[config.mk]
export PLATFORM = sky130hd
export DESIGN_NAME = dcache_top
export DESIGN_NICKNAME = d
export VERILOG_FILES = /design/src/logic/dcache_pkg.sv /design/src/logic/dcache_control.sv /design/src/logic/dcache_data_array.sv /design/src/logic/dcache_datapath.sv /design/src/logic/dcache_tag_array.sv /design/src/logic/dcache_top.sv
export SDC_FILE = /design/constraint.sdc
export NUM_CORES = 2
export LEC_CHECK = 0
export ABC_AREA = 1
export BUFFER_PORTS_ARGS = -buffer_cell sky130_fd_sc_hd__buf_2
export CAP_MARGIN = 5
export CORE_ASPECT_RATIO = 2
export CORE_MARGIN = 8
export CORE_UTILIZATION = 40
export DETAILED_ROUTE_END_ITERATION = 16
export GPL_ROUTABILITY_DRIVEN = 0
export PLACE_DENSITY = 0.59
export SYNTH_ARGS = -nofsm -noshare
export SYNTH_HDL_FRONTEND = slang
export SYNTH_SLANG_ARGS = --single-unit
[constraint.sdc]
create_clock -name clk -period 8.05 [get_ports clk]
set_clock_uncertainty 0.2 [all_clocks]
set_input_delay 0.4025 -clock clk [delete_from_list [all_inputs] [get_ports clk]]
set_output_delay 0.4025 -clock clk [all_outputs]
set_load 0.02 [all_outputs]
[src/logic/dcache_pkg.sv]
package dcache_pkg;

  localparam int word_bits = 32;
  localparam int words_per_line = 4;
  localparam int line_bits = 128;
  // byte offset within a line
  localparam int offset_bits = 4;
  localparam int addr_bits = 32;

  typedef struct packed {
    logic read;
    logic write;
    logic [addr_bits-1:0] addr;
    logic [word_bits-1:0] wdata;
    logic [word_bits/8-1:0] byte_en;
  } cpu_req_t;

  // addr is always line aligned
  typedef struct packed {
    logic read;
    logic write;
    logic [addr_bits-1:0] addr;
    logic [line_bits-1:0] wdata;
  } pmem_req_t;

  typedef enum logic [2:0] {
    idle,
    check,
    evict,
    write_back,
    fill
  } ctrl_state_e;

  // write strobes from control into the arrays
  typedef struct packed {
    logic hit_write;
    logic set_dirty;
    logic load_line;
    logic clear_dirty;
    logic load_lru;
    // capture the lru way as victim
    logic latch_victim;
    // array writes target the victim way, not the hit way
    logic use_victim;
  } array_ctrl_t;

endpackage : dcache_pkg

[src/logic/dcache_control.sv]
`timescale 1ns/100ps

module dcache_control (
  input logic clk,
  input logic rst,
  input logic cpu_read,
  input logic cpu_write,
  input logic hit,
  input logic victim_dirty,
  input logic pmem_resp,
  output logic cpu_resp,
  output logic pmem_read,
  output logic pmem_write,
  output logic addr_sel,
  output dcache_pkg::array_ctrl_t array_ctrl,
  output logic [31:0] miss_count
);

  dcache_pkg::ctrl_state_e state;
  dcache_pkg::ctrl_state_e next_state;
  logic cpu_req_valid;

  assign cpu_req_valid = cpu_read | cpu_write;

  always_ff @(posedge clk)
  begin
    if (rst)
      state <= dcache_pkg::idle;
    else
      state <= next_state;
  end

  // one count per evict, so every fill maps to one miss
  always_ff @(posedge clk)
  begin
    if (rst)
      miss_count <= '0;
    else if (state == dcache_pkg::evict)
      miss_count <= miss_count + 32'd1;
  end

  function void set_defaults();
    cpu_resp = 1'b0;
    pmem_read = 1'b0;
    pmem_write = 1'b0;
    addr_sel = 1'b0;
    array_ctrl = '0;
  endfunction

  always_comb
  begin
    next_state = state;
    set_defaults();
    case (state)
      dcache_pkg::idle:
      begin
        if (cpu_req_valid)
          next_state = dcache_pkg::check;
      end
      dcache_pkg::check:
      begin
        if (!cpu_req_valid)
          next_state = dcache_pkg::idle;
        else if (!hit)
          next_state = dcache_pkg::evict;
        else
        begin
          // hit path, respond this cycle
          cpu_resp = 1'b1;
          array_ctrl.load_lru = 1'b1;
          if (cpu_write)
          begin
            array_ctrl.hit_write = 1'b1;
            array_ctrl.set_dirty = 1'b1;
          end
        end
      end
      dcache_pkg::evict:
      begin
        array_ctrl.latch_victim = 1'b1;
        if (victim_dirty)
          next_state = dcache_pkg::write_back;
        else
          next_state = dcache_pkg::fill;
      end
      dcache_pkg::write_back:
      begin
        pmem_write = 1'b1;
        addr_sel = 1'b1;
        array_ctrl.use_victim = 1'b1;
        if (pmem_resp)
        begin
          array_ctrl.clear_dirty = 1'b1;
          next_state = dcache_pkg::fill;
        end
      end
      dcache_pkg::fill:
      begin
        pmem_read = 1'b1;
        array_ctrl.use_victim = 1'b1;
        if (pmem_resp)
        begin
          // line, tag and valid land on this edge
          array_ctrl.load_line = 1'b1;
          array_ctrl.clear_dirty = 1'b1;
          next_state = dcache_pkg::check;
        end
      end
      default:
        next_state = dcache_pkg::idle;
    endcase
  end

endmodule : dcache_control

[src/logic/dcache_data_array.sv]
`timescale 1ns/100ps

module dcache_data_array #(
  parameter int num_sets = 8,
  localparam int index_bits = $clog2(num_sets)
) (
  input logic clk,
  input logic [index_bits-1:0] index,
  input logic wr_way,
  input logic load_line,
  input logic [dcache_pkg::line_bits-1:0] line_in,
  output logic [dcache_pkg::line_bits-1:0] line0,
  output logic [dcache_pkg::line_bits-1:0] line1
);

  logic [dcache_pkg::line_bits-1:0] lines [2][num_sets];

  // merged hit line or fill line, one way at a time
  always_ff @(posedge clk)
  begin
    if (load_line)
      lines[wr_way][index] <= line_in;
  end

  assign line0 = lines[0][index];
  assign line1 = lines[1][index];

endmodule : dcache_data_array

[src/logic/dcache_datapath.sv]
`timescale 1ns/100ps

module dcache_datapath #(
  parameter int num_sets = 8
) (
  input logic clk,
  input logic rst,
  input dcache_pkg::cpu_req_t cpu_req,
  input dcache_pkg::array_ctrl_t array_ctrl,
  input logic addr_sel,
  input logic [dcache_pkg::line_bits-1:0] pmem_rdata,
  output logic hit,
  output logic victim_dirty,
  output logic [dcache_pkg::word_bits-1:0] cpu_rdata,
  output logic [dcache_pkg::addr_bits-1:0] pmem_addr,
  output logic [dcache_pkg::line_bits-1:0] pmem_wdata
);

  localparam int index_bits = $clog2(num_sets);
  localparam int tag_bits = dcache_pkg::addr_bits - index_bits - dcache_pkg::offset_bits;
  localparam int word_sel_bits = $clog2(dcache_pkg::words_per_line);
  localparam int byte_bits = dcache_pkg::offset_bits - word_sel_bits;
  localparam int bytes_per_word = dcache_pkg::word_bits / 8;

  logic [index_bits-1:0] index;
  logic [tag_bits-1:0] req_tag;
  logic [word_sel_bits-1:0] word_off;
  logic [1:0][tag_bits-1:0] tags;
  logic [1:0] valid;
  logic [1:0] dirty;
  logic lru;
  logic [1:0] way_hit;
  logic hit_way;
  logic victim_q;
  logic wr_way;
  logic [dcache_pkg::line_bits-1:0] line0;
  logic [dcache_pkg::line_bits-1:0] line1;
  logic [dcache_pkg::line_bits-1:0] line_in;
  logic [dcache_pkg::words_per_line-1:0][dcache_pkg::word_bits-1:0] hit_words;
  logic [dcache_pkg::words_per_line-1:0][dcache_pkg::word_bits-1:0] merged_words;

  assign index = cpu_req.addr[dcache_pkg::offset_bits +: index_bits];
  assign req_tag = cpu_req.addr[dcache_pkg::addr_bits-1 -: tag_bits];
  assign word_off = cpu_req.addr[byte_bits +: word_sel_bits];

  assign way_hit[0] = valid[0] && (tags[0] == req_tag);
  assign way_hit[1] = valid[1] && (tags[1] == req_tag);
  assign hit = |way_hit;
  assign hit_way = way_hit[1];

  // victim is the lru way, held from evict until the fill lands
  always_ff @(posedge clk)
  begin
    if (rst)
      victim_q <= 1'b0;
    else if (array_ctrl.latch_victim)
      victim_q <= lru;
  end

  // only looked at in evict, where the lru way becomes the victim
  assign victim_dirty = valid[lru] & dirty[lru];
  assign wr_way = array_ctrl.use_victim ? victim_q : hit_way;

  assign hit_words = hit_way ? line1 : line0;
  assign cpu_rdata = hit_words[word_off];

  always_comb
  begin
    merged_words = hit_words;
    for (int b = 0; b < bytes_per_word; b++)
    begin
      if (cpu_req.byte_en[b])
        merged_words[word_off][b*8 +: 8] = cpu_req.wdata[b*8 +: 8];
    end
  end

  assign line_in = array_ctrl.load_line ? pmem_rdata : merged_words;

  // write-back uses the stored tag, fill the request tag
  assign pmem_addr = {addr_sel ? tags[victim_q] : req_tag, index,
                      {dcache_pkg::offset_bits{1'b0}}};
  assign pmem_wdata = victim_q ? line1 : line0;

  dcache_tag_array #(
    .num_sets(num_sets)
  ) tag_array_i (
    .clk(clk),
    .rst(rst),
    .index(index),
    .wr_way(wr_way),
    .load_tag(array_ctrl.load_line),
    .set_dirty(array_ctrl.set_dirty),
    .clear_dirty(array_ctrl.clear_dirty),
    .load_lru(array_ctrl.load_lru),
    .lru_value(~hit_way),
    .tag_in(req_tag),
    .tags(tags),
    .valid(valid),
    .dirty(dirty),
    .lru(lru)
  );

  dcache_data_array #(
    .num_sets(num_sets)
  ) data_array_i (
    .clk(clk),
    .index(index),
    .wr_way(wr_way),
    .load_line(array_ctrl.hit_write | array_ctrl.load_line),
    .line_in(line_in),
    .line0(line0),
    .line1(line1)
  );

endmodule : dcache_datapath

[src/logic/dcache_tag_array.sv]
`timescale 1ns/100ps

module dcache_tag_array #(
  parameter int num_sets = 8,
  localparam int index_bits = $clog2(num_sets),
  localparam int tag_bits = dcache_pkg::addr_bits - index_bits - dcache_pkg::offset_bits
) (
  input logic clk,
  input logic rst,
  input logic [index_bits-1:0] index,
  input logic wr_way,
  input logic load_tag,
  input logic set_dirty,
  input logic clear_dirty,
  input logic load_lru,
  input logic lru_value,
  input logic [tag_bits-1:0] tag_in,
  output logic [1:0][tag_bits-1:0] tags,
  output logic [1:0] valid,
  output logic [1:0] dirty,
  output logic lru
);

  logic [1:0][tag_bits-1:0] tag_q [num_sets];
  logic [num_sets-1:0][1:0] valid_q;
  logic [num_sets-1:0][1:0] dirty_q;
  // lru bit names the way to evict next
  logic [num_sets-1:0] lru_q;

  always_ff @(posedge clk)
  begin
    if (load_tag)
      tag_q[index][wr_way] <= tag_in;
  end

  always_ff @(posedge clk)
  begin
    if (rst)
    begin
      valid_q <= '0;
      dirty_q <= '0;
      lru_q <= '0;
    end
    else
    begin
      if (load_tag)
        valid_q[index][wr_way] <= 1'b1;
      if (set_dirty)
        dirty_q[index][wr_way] <= 1'b1;
      else if (clear_dirty)
        dirty_q[index][wr_way] <= 1'b0;
      if (load_lru)
        lru_q[index] <= lru_value;
    end
  end

  // combinational read of the addressed set
  always_comb
  begin
    tags = tag_q[index];
    valid = valid_q[index];
    dirty = dirty_q[index];
    lru = lru_q[index];
  end

endmodule : dcache_tag_array

[src/logic/dcache_top.sv]
`timescale 1ns/100ps

module dcache_top #(
  parameter int num_sets = 8
) (
  input logic clk,
  input logic rst,
  input dcache_pkg::cpu_req_t cpu_req,
  output logic cpu_resp,
  output logic [dcache_pkg::word_bits-1:0] cpu_rdata,
  output dcache_pkg::pmem_req_t pmem_req,
  input logic pmem_resp,
  input logic [dcache_pkg::line_bits-1:0] pmem_rdata,
  output logic [31:0] miss_count
);

  logic hit;
  logic victim_dirty;
  logic addr_sel;
  logic pmem_read;
  logic pmem_write;
  logic [dcache_pkg::addr_bits-1:0] pmem_addr;
  logic [dcache_pkg::line_bits-1:0] pmem_wdata;
  dcache_pkg::array_ctrl_t array_ctrl;

  assign pmem_req = '{read: pmem_read, write: pmem_write, addr: pmem_addr, wdata: pmem_wdata};

  dcache_control control_i (
    .clk(clk),
    .rst(rst),
    .cpu_read(cpu_req.read),
    .cpu_write(cpu_req.write),
    .hit(hit),
    .victim_dirty(victim_dirty),
    .pmem_resp(pmem_resp),
    .cpu_resp(cpu_resp),
    .pmem_read(pmem_read),
    .pmem_write(pmem_write),
    .addr_sel(addr_sel),
    .array_ctrl(array_ctrl),
    .miss_count(miss_count)
  );

  dcache_datapath #(
    .num_sets(num_sets)
  ) datapath_i (
    .clk(clk),
    .rst(rst),
    .cpu_req(cpu_req),
    .array_ctrl(array_ctrl),
    .addr_sel(addr_sel),
    .pmem_rdata(pmem_rdata),
    .hit(hit),
    .victim_dirty(victim_dirty),
    .cpu_rdata(cpu_rdata),
    .pmem_addr(pmem_addr),
    .pmem_wdata(pmem_wdata)
  );

endmodule : dcache_top

# Word level (Yosys, flattened, before mapping)
# Memory sizes are Yosys's and may differ from the RTL's.
# Cells that the tools add are included.
[op_classes]
n_eq_ne = 10
magnitude_cmp = 10
reduce_logical = 11
bitwise = 9
n_mux = 80
addsub = 1
[op_table]
columns = ["cell", "count"]
rows = [
  ["$mux W128", 12],
  ["$mux W1024", 1],
  ["$bmux W128 S3", 2],
  ["$bwmux W128", 4],
  ["$demux W128 S3", 1],
  ["$demux W32 S2", 4],
  ["$mux W25", 4],
  ["$bmux W32 S2", 1],
  ["$mux W32", 2],
  ["$eq A25 B25 Y1", 2],
  ["$mux W50", 1],
  ["$mux W16", 3],
  ["$add A32 B1 Y32 const B", 1],
  ["$or A16 B16 Y16", 2],
  ["$demux W25 S1", 1],
  ["$mux W24", 1],
  ["$mux W1", 19],
  ["$mux W3", 6],
  ["$and A16 B16 Y16", 1],
  ["$mux W2", 8],
  ["$not A16 Y16", 1],
  ["$pmux W3 S5", 1],
  ["$bmux W2 S3", 2],
  ["$bwmux W8", 1],
  ["29 further kinds", 40],
]
[totals]
ramBits = 2448
mem_count = 2
out_inout_bits = 227
in_bits = 201
regBits = 76
wordCells = 143
[memory_table]
columns = ["name", "words", "word_bits", "rd", "rd_clocked_by_memory_dff", "write_ports", "line", "text"]
rows = [
  ["datapath_i.data_array_i.lines", 2, 1024, 2, 0, 1, "dcache_data_array.sv:16", "logic [dcache_pkg::line_bits-1:0] lines [2][num_sets];"],
  ["datapath_i.tag_array_i.tag_q", 8, 50, 1, 0, 1, "dcache_tag_array.sv:24", "logic [1:0][tag_bits-1:0] tag_q [num_sets];"],
]

# Longest topological paths before layout
[depth]
word_depth = 14
depth_mapped = 23
mapped_depth_nobuf = 19

# Modules after synthesis
# A second synthesis with hierarchy kept.
[unflattened]
cells_unflattened = 12881
area_unflattened_um2 = 116815.8
[modules_own_cells]
columns = ["mod", "seq_area_each_um2", "cells_each", "instances", "area_each_um2"]
rows = [
  ["dcache_data_array", 61499.0, 8334, 1, 86171.4],
  ["dcache_tag_array", 12812.3, 1886, 1, 18651.6],
  ["dcache_datapath", 20.0, 2344, 1, 10013.4],
  ["dcache_control", 700.7, 315, 1, 1964.4],
  ["dcache_top", 0.0, 2, 1, 15.0],
]

# Worst setup path before layout
# OpenSTA, ideal clock, no wires.
[synth_path]
path_kind = "input -> register"
from = "input port cpu_req[40] in the netlist's numbering"
to = "memory datapath_i.data_array_i.lines[0][256] in the netlist's numbering (enable)"
arrival_time_ns = 5.116
cell_stages = 19
path_buffers = 6
setup_time_ns = 0.492
path_slack_ns = 2.242
required_ns = 7.358
path_cell_list = "buf_6 buf_6 buf_6 buf_6 buf_2 o211ai_1 nand2_1 nor2_1 nor2_1 nor2_1 nand2_1 nor2_1 nand2_1 nor2_1 nand2_1 a21oi_4 buf_6 nand2_2 nand2_1"
[synth_via]
elab_chain_cells = 10
word_cells_on_any_way = 21
classes_between = "order compare: 2; eq/ne: 2; mux: 10; bitwise: 2; reduce/logical: 4; memory: 1"
[synth_rtl]
columns = ["item", "line", "text"]
rows = [
  ["start: declaration", "dcache_top.sv:8", "input dcache_pkg::cpu_req_t cpu_req,"],
  ["$mem_v2 Z8 W50 or $bmux W2 S3 (tied branches)", "n/a", ""],
  ["$eq A25 B25 Y1 (tied with other cells)", "dcache_datapath.sv:47", "assign way_hit[1] = valid[1] && (tags[1] == req_tag);"],
  ["$logic_and A1 B1 Y1 (on tied branches)", "dcache_datapath.sv:47, dcache_datapath.sv:46", ""],
  ["$reduce_or A2 Y1", "dcache_datapath.sv:48", "assign hit = |way_hit;"],
  ["$mux W2", "dcache_control.sv:64", "else if (!hit)"],
  ["$mux W2", "dcache_control.sv:62", "if (!cpu_req_valid)"],
  ["$mux W2", "dcache_control.sv:54", "case (state)"],
  ["$or A1 B1 Y1", "dcache_datapath.sv:109", ".load_line(array_ctrl.hit_write | array_ctrl.load_line),"],
  ["$mux W1", "dcache_data_array.sv:21", "if (load_line)"],
  ["$mux W1024 (implied by the code)", "dcache_data_array.sv:22", "lines[wr_way][index] <= line_in;"],
  ["end: declaration", "dcache_data_array.sv:16", ""],
]
# Parallel ways exist; a longest one is shown, timed or not. The select of a mux whose other input is x is not followed.

# Worst setup path in the final report
[layout_path]
from = "input port cpu_req[42] in the netlist's numbering"
to = "output port cpu_rdata[12] in the netlist's numbering"
[layout_via]
elab_chain_cells = 7
word_cells_on_any_way = 15
classes_between = "eq/ne: 1; mux: 11; bitwise: 1; reduce/logical: 1; memory: 1"
[layout_rtl]
columns = ["item", "line", "text"]
rows = [
  ["branches (longest 4 deep; another with $mem_v2 Z8 W50)", "n/a", ""],
  ["$mux W128 *", "dcache_datapath.sv:64", "assign hit_words = hit_way ? line1 : line0;"],
  ["$bmux W32 S2 *", "dcache_datapath.sv:65", "assign cpu_rdata = hit_words[word_off];"],
  ["$mux W32 (implied by the code) *", "dcache_datapath.sv:65", ""],
  ["end: declaration", "dcache_top.sv:10", "output logic [dcache_pkg::word_bits-1:0] cpu_rdata,"],
]
# Mark *: on every way between the ends. The select of a mux whose other input is x is not followed.

==> results.json <==
{
  "status": "completed",
  "start_util": 0.4020,
  "grt_max_degree": 141,
  "fin_util": 0.4621,
  "preCtsSetupSlack_ns": 1.608,
  "cts_max_level": 4,
  "synth_warnings": 0,
  "drtIter0Drc": 9062,
  "min_from": "pmem_rdata[85]",
  "p_int_mw": 21.37,
  "clockBufferDepth": 4,
  "worst_slack_ns": 1.518,
  "switching_share": 0.2585,
  "yosys_most_used_dff": "edfxtp_1",
  "arrival_ns": 5.93,
  "grt_usage": 0.2629,
  "fmaxAchievable_mhz": 153.1,
  "ys_async_sr_fraction": 0,
  "drt-vias-per-instance": 5.955,
  "die_y_um": 726.0,
  "cts_root_buf": "clkbuf_16",
  "period_minus_slack_ns": 6.532,
  "vias": 70120,
  "cap_violations": 0,
  "syn_area_sq_um": 100800,
  "min_to": "datapath_i.data_array_i.lines[1][597]$_DFFE_PP_",
  "grt_overflow_total": 0,
  "clk_pin_slew_worst_paths_ns": 0.07,
  "drt_first_pass_iters": 8,
  "grt_pass1_wl_mm": 508.7,
  "relSlewSlack": 0.06085,
  "slew_viol_final": 0,
  "ant_nets": 0,
  "drt_wl_total_mm": 367.0,
  "io_pins": 428,
  "syn-instance-count": 7761,
  "clkLatencyLatePin_ns": 0.92,
  "fin_nets": 8519,
  "hold_depth": 3,
  "hp-class": "in2reg",
  "antenna_found_initial": 40,
  "worst-setup-path-type": "in2out",
  "final_common_cell": "edfxtp_1",
  "fillers": 22150,
  "numPortBuffers": 421,
  "drive_above_1_share": 0.1272,
  "clkPwrFrac": 0.367,
  "grt_pass1_vias": 67560,
  "syn2layout_area_growth_pct": 14.95,
  "yosysUniqueCellTypes": 49,
  "dp_hpwl_mm": 226.2,
  "power.total_mw": 28.82,
  "r2r-end": "datapath_i.data_array_i.lines[0][120]$_DFFE_PP_",
  "core_sq_um": 250800,
  "reg2reg_slack_ns": 2.47,
  "reg2reg_depth": 13,
  "dieArea_sq_um": 269400,
  "setup_tns_ns": 0,
  "powerDensity_nw_per_um2": 248.6,
  "synth_seq_cells": 2524,
  "numCtsBuffers": 220,
  "die_w_um": 371.0,
  "synth-edff-count": 2448,
  "rsz0062_at_grt": "no",
  "layout_common_cells": "edfxtp_1 (2448), nand2_1 (1871), inv_1 (441)",
  "crit_path_max_fanout": 36,
  "p_leak_nw": 40.77,
  "setup_viol_count_final": 0,
  "cp-end-kind": "output pin",
  "worst_pin_slew_ns": 1.407,
  "r2r-start": "control_i.state[1]$_SDFFE_PP0P_",
  "drt-wirelength-per-cell_um": 31.17,
  "placementRows": 260,
  "vdd_ir_drop_max_mv": 0.2180,
  "cts.sinks": 2524,
  "cts_tree": "done",
  "power_switching_mw": 7.448,
  "combPwrFrac": 0.117,
  "p_seq_frac": 0.516,
  "hold_viol": 0,
  "drc": 0,
  "synth.avg_cell_area_sq_um": 12.99,
  "ys_seq_area_frac": 0.7441,
  "critPathRequiredTime_ns": 7.45,
  "fin_crit_sh": 0.8115,
  "cp-start-kind": "input pin",
  "cts_setup_buffers": 0,
  "hold_ws_ns": 0.05928
}
## worst max-delay path by stage
stage                 from                                         endpoint  cells past startpoint
2_1_floorplan  cpu_req[40]  datapath_i.data_array_i.lines[0][256]$_DFFE_PP_                     19
6_report       cpu_req[42]                                    cpu_rdata[12]                     19
4_1_cts        cpu_req[42]                                    cpu_rdata[12]                     20
3_3_place_gp   cpu_req[42]  datapath_i.data_array_i.lines[0][893]$_DFFE_PP_                     18
5_1_grt        cpu_req[42]                                    cpu_rdata[12]                     20
3_5_place_dp   cpu_req[42]  datapath_i.data_array_i.lines[0][869]$_DFFE_PP_                     18
## per-stage QoR
step	std cells	instance area, sq um
after floorplan	7764	100800
after global placement	11280	108000
after detailed placement	11280	108000
after CTS	11750	115900
after global routing	11750	115900
final	11780	115900
## worst max-delay path, cell delays in order
cell and delay (ns):
buf_2 0.37, inv_2 0.25, nor2_4 0.61, buf_4 0.53, nand3_1 0.12, nand2_1 0.17, nor2_1 0.09, nand2_1 0.06
nand3_1 0.17, nor2_1 0.15, nand2_1 0.09, nor2_4 0.37, nand2_8 0.32, buf_4 0.42, buf_4 0.39, o21ai_1 0.44
nand2_1 0.10, nand4_1 0.43, buf_2 0.27
## state kept, by name, indices dropped and copies added (netlist names), named ones only
| register | cells |
|---|---|
| datapath_i.tag_array_i.tag_q | 400 |
| datapath_i.tag_array_i.valid_q | 16 |
| control_i.state | 3 |
| datapath_i.data_array_i.lines | 2048 |
| datapath_i.tag_array_i.lru_q | 8 |
| control_i.miss_count | 32 |
| datapath_i.victim_q | 1 |
## power by group through the flow
stage / Combinational (mW) / Clock [mW] / Sequential (mW)
floorplan: 1.61 / 0 / 15.2
global placement: 3.22 / 0 / 15.2
detailed placement: 3.27 / 0 / 15.2
CTS: 3.32 / 10.7 / 14.9
global route: 3.54 / 11.1 / 14.9
finish: 3.38 / 10.6 / 14.9
## cells in the mapped netlist, types with 2 or more instances
cell type / instances / area, sq um
nand3_1: 221 / 1106
nor2_2: 2 / 12.51
nor3_1: 22 / 110.1
or2_2: 12 / 75.07
o21ai_1: 206 / 1031
inv_1: 446 / 1674
nor2_1: 413 / 1550
a21boi_0: 4 / 30.03
clkbuf_1: 213 / 799.5
buf_4: 13 / 97.59
a22oi_1: 229 / 1719
o2bb2ai_1: 23 / 201.4
a31oi_1: 56 / 350.3
buf_1: 64 / 240.2
a21oi_1: 159 / 795.8
dfxtp_1: 76 / 1521
edfxtp_1: 2448 / 73510
nand4_1: 220 / 1376
and3_1: 4 / 25.02
buf_2: 144 / 720.7
inv_2: 8 / 30.03
nand2_2: 14 / 87.58
buf_6: 8 / 90.09
a211o_1: 2 / 17.52
clkinv_1: 3 / 11.26
xnor2_1: 6 / 52.55
a221oi_1: 293 / 2566
nand2_1: 1888 / 7087
or2_1: 3 / 18.77
a21oi_2: 10 / 87.58
o21ai_0: 251 / 1256
o22ai_1: 7 / 43.79
o211ai_1: 36 / 270.3
xor2_1: 13 / 113.9
nor2_4: 3 / 33.78
a22o_1: 228 / 1997
## area by class of cell
class	count	area, sq um	share of cell area
clock buffers	271	5761	0.04970
inverters	457	1763	0.01521
repair buffers	773	5667	0.04889
flip-flops and latches	2524	75040	0.6474
well taps	3275	4098	0.03535
multi-input cells	4341	22360	0.1929
clock inverters	111	1165	0.01005
diodes	23	57.56	0.0004966
## metal layers
metal,track usage,share of wire,vias to the layer above
li1,-,-,29670
met1,0.3266,0.36,35160
met2,0.4280,0.47,4434
met3,0.06068,0.11,842
met4,0.1368,0.063,12
met5,0,0.00016,-
## kinds of logic after synthesis
family	count (synthesis)	share of synthesized area
and+or+nand+nor	2808	0.1144
DFF	2524	0.7441
AOI/OAI and AO/OA	1509	0.1033
buffers and inverters	899	0.03633
xor gates and xnor gates	19	0.001650
adders and majority gates	1	0.0001241
other	1	0.00003719
## repair_timing
item / in CTS / in global routing
resized for setup: 0 / 0
endpoints found under the hold margin: 1051 / 0
hold buffers: 89 / 0
(Power assumes the default switching activity.)
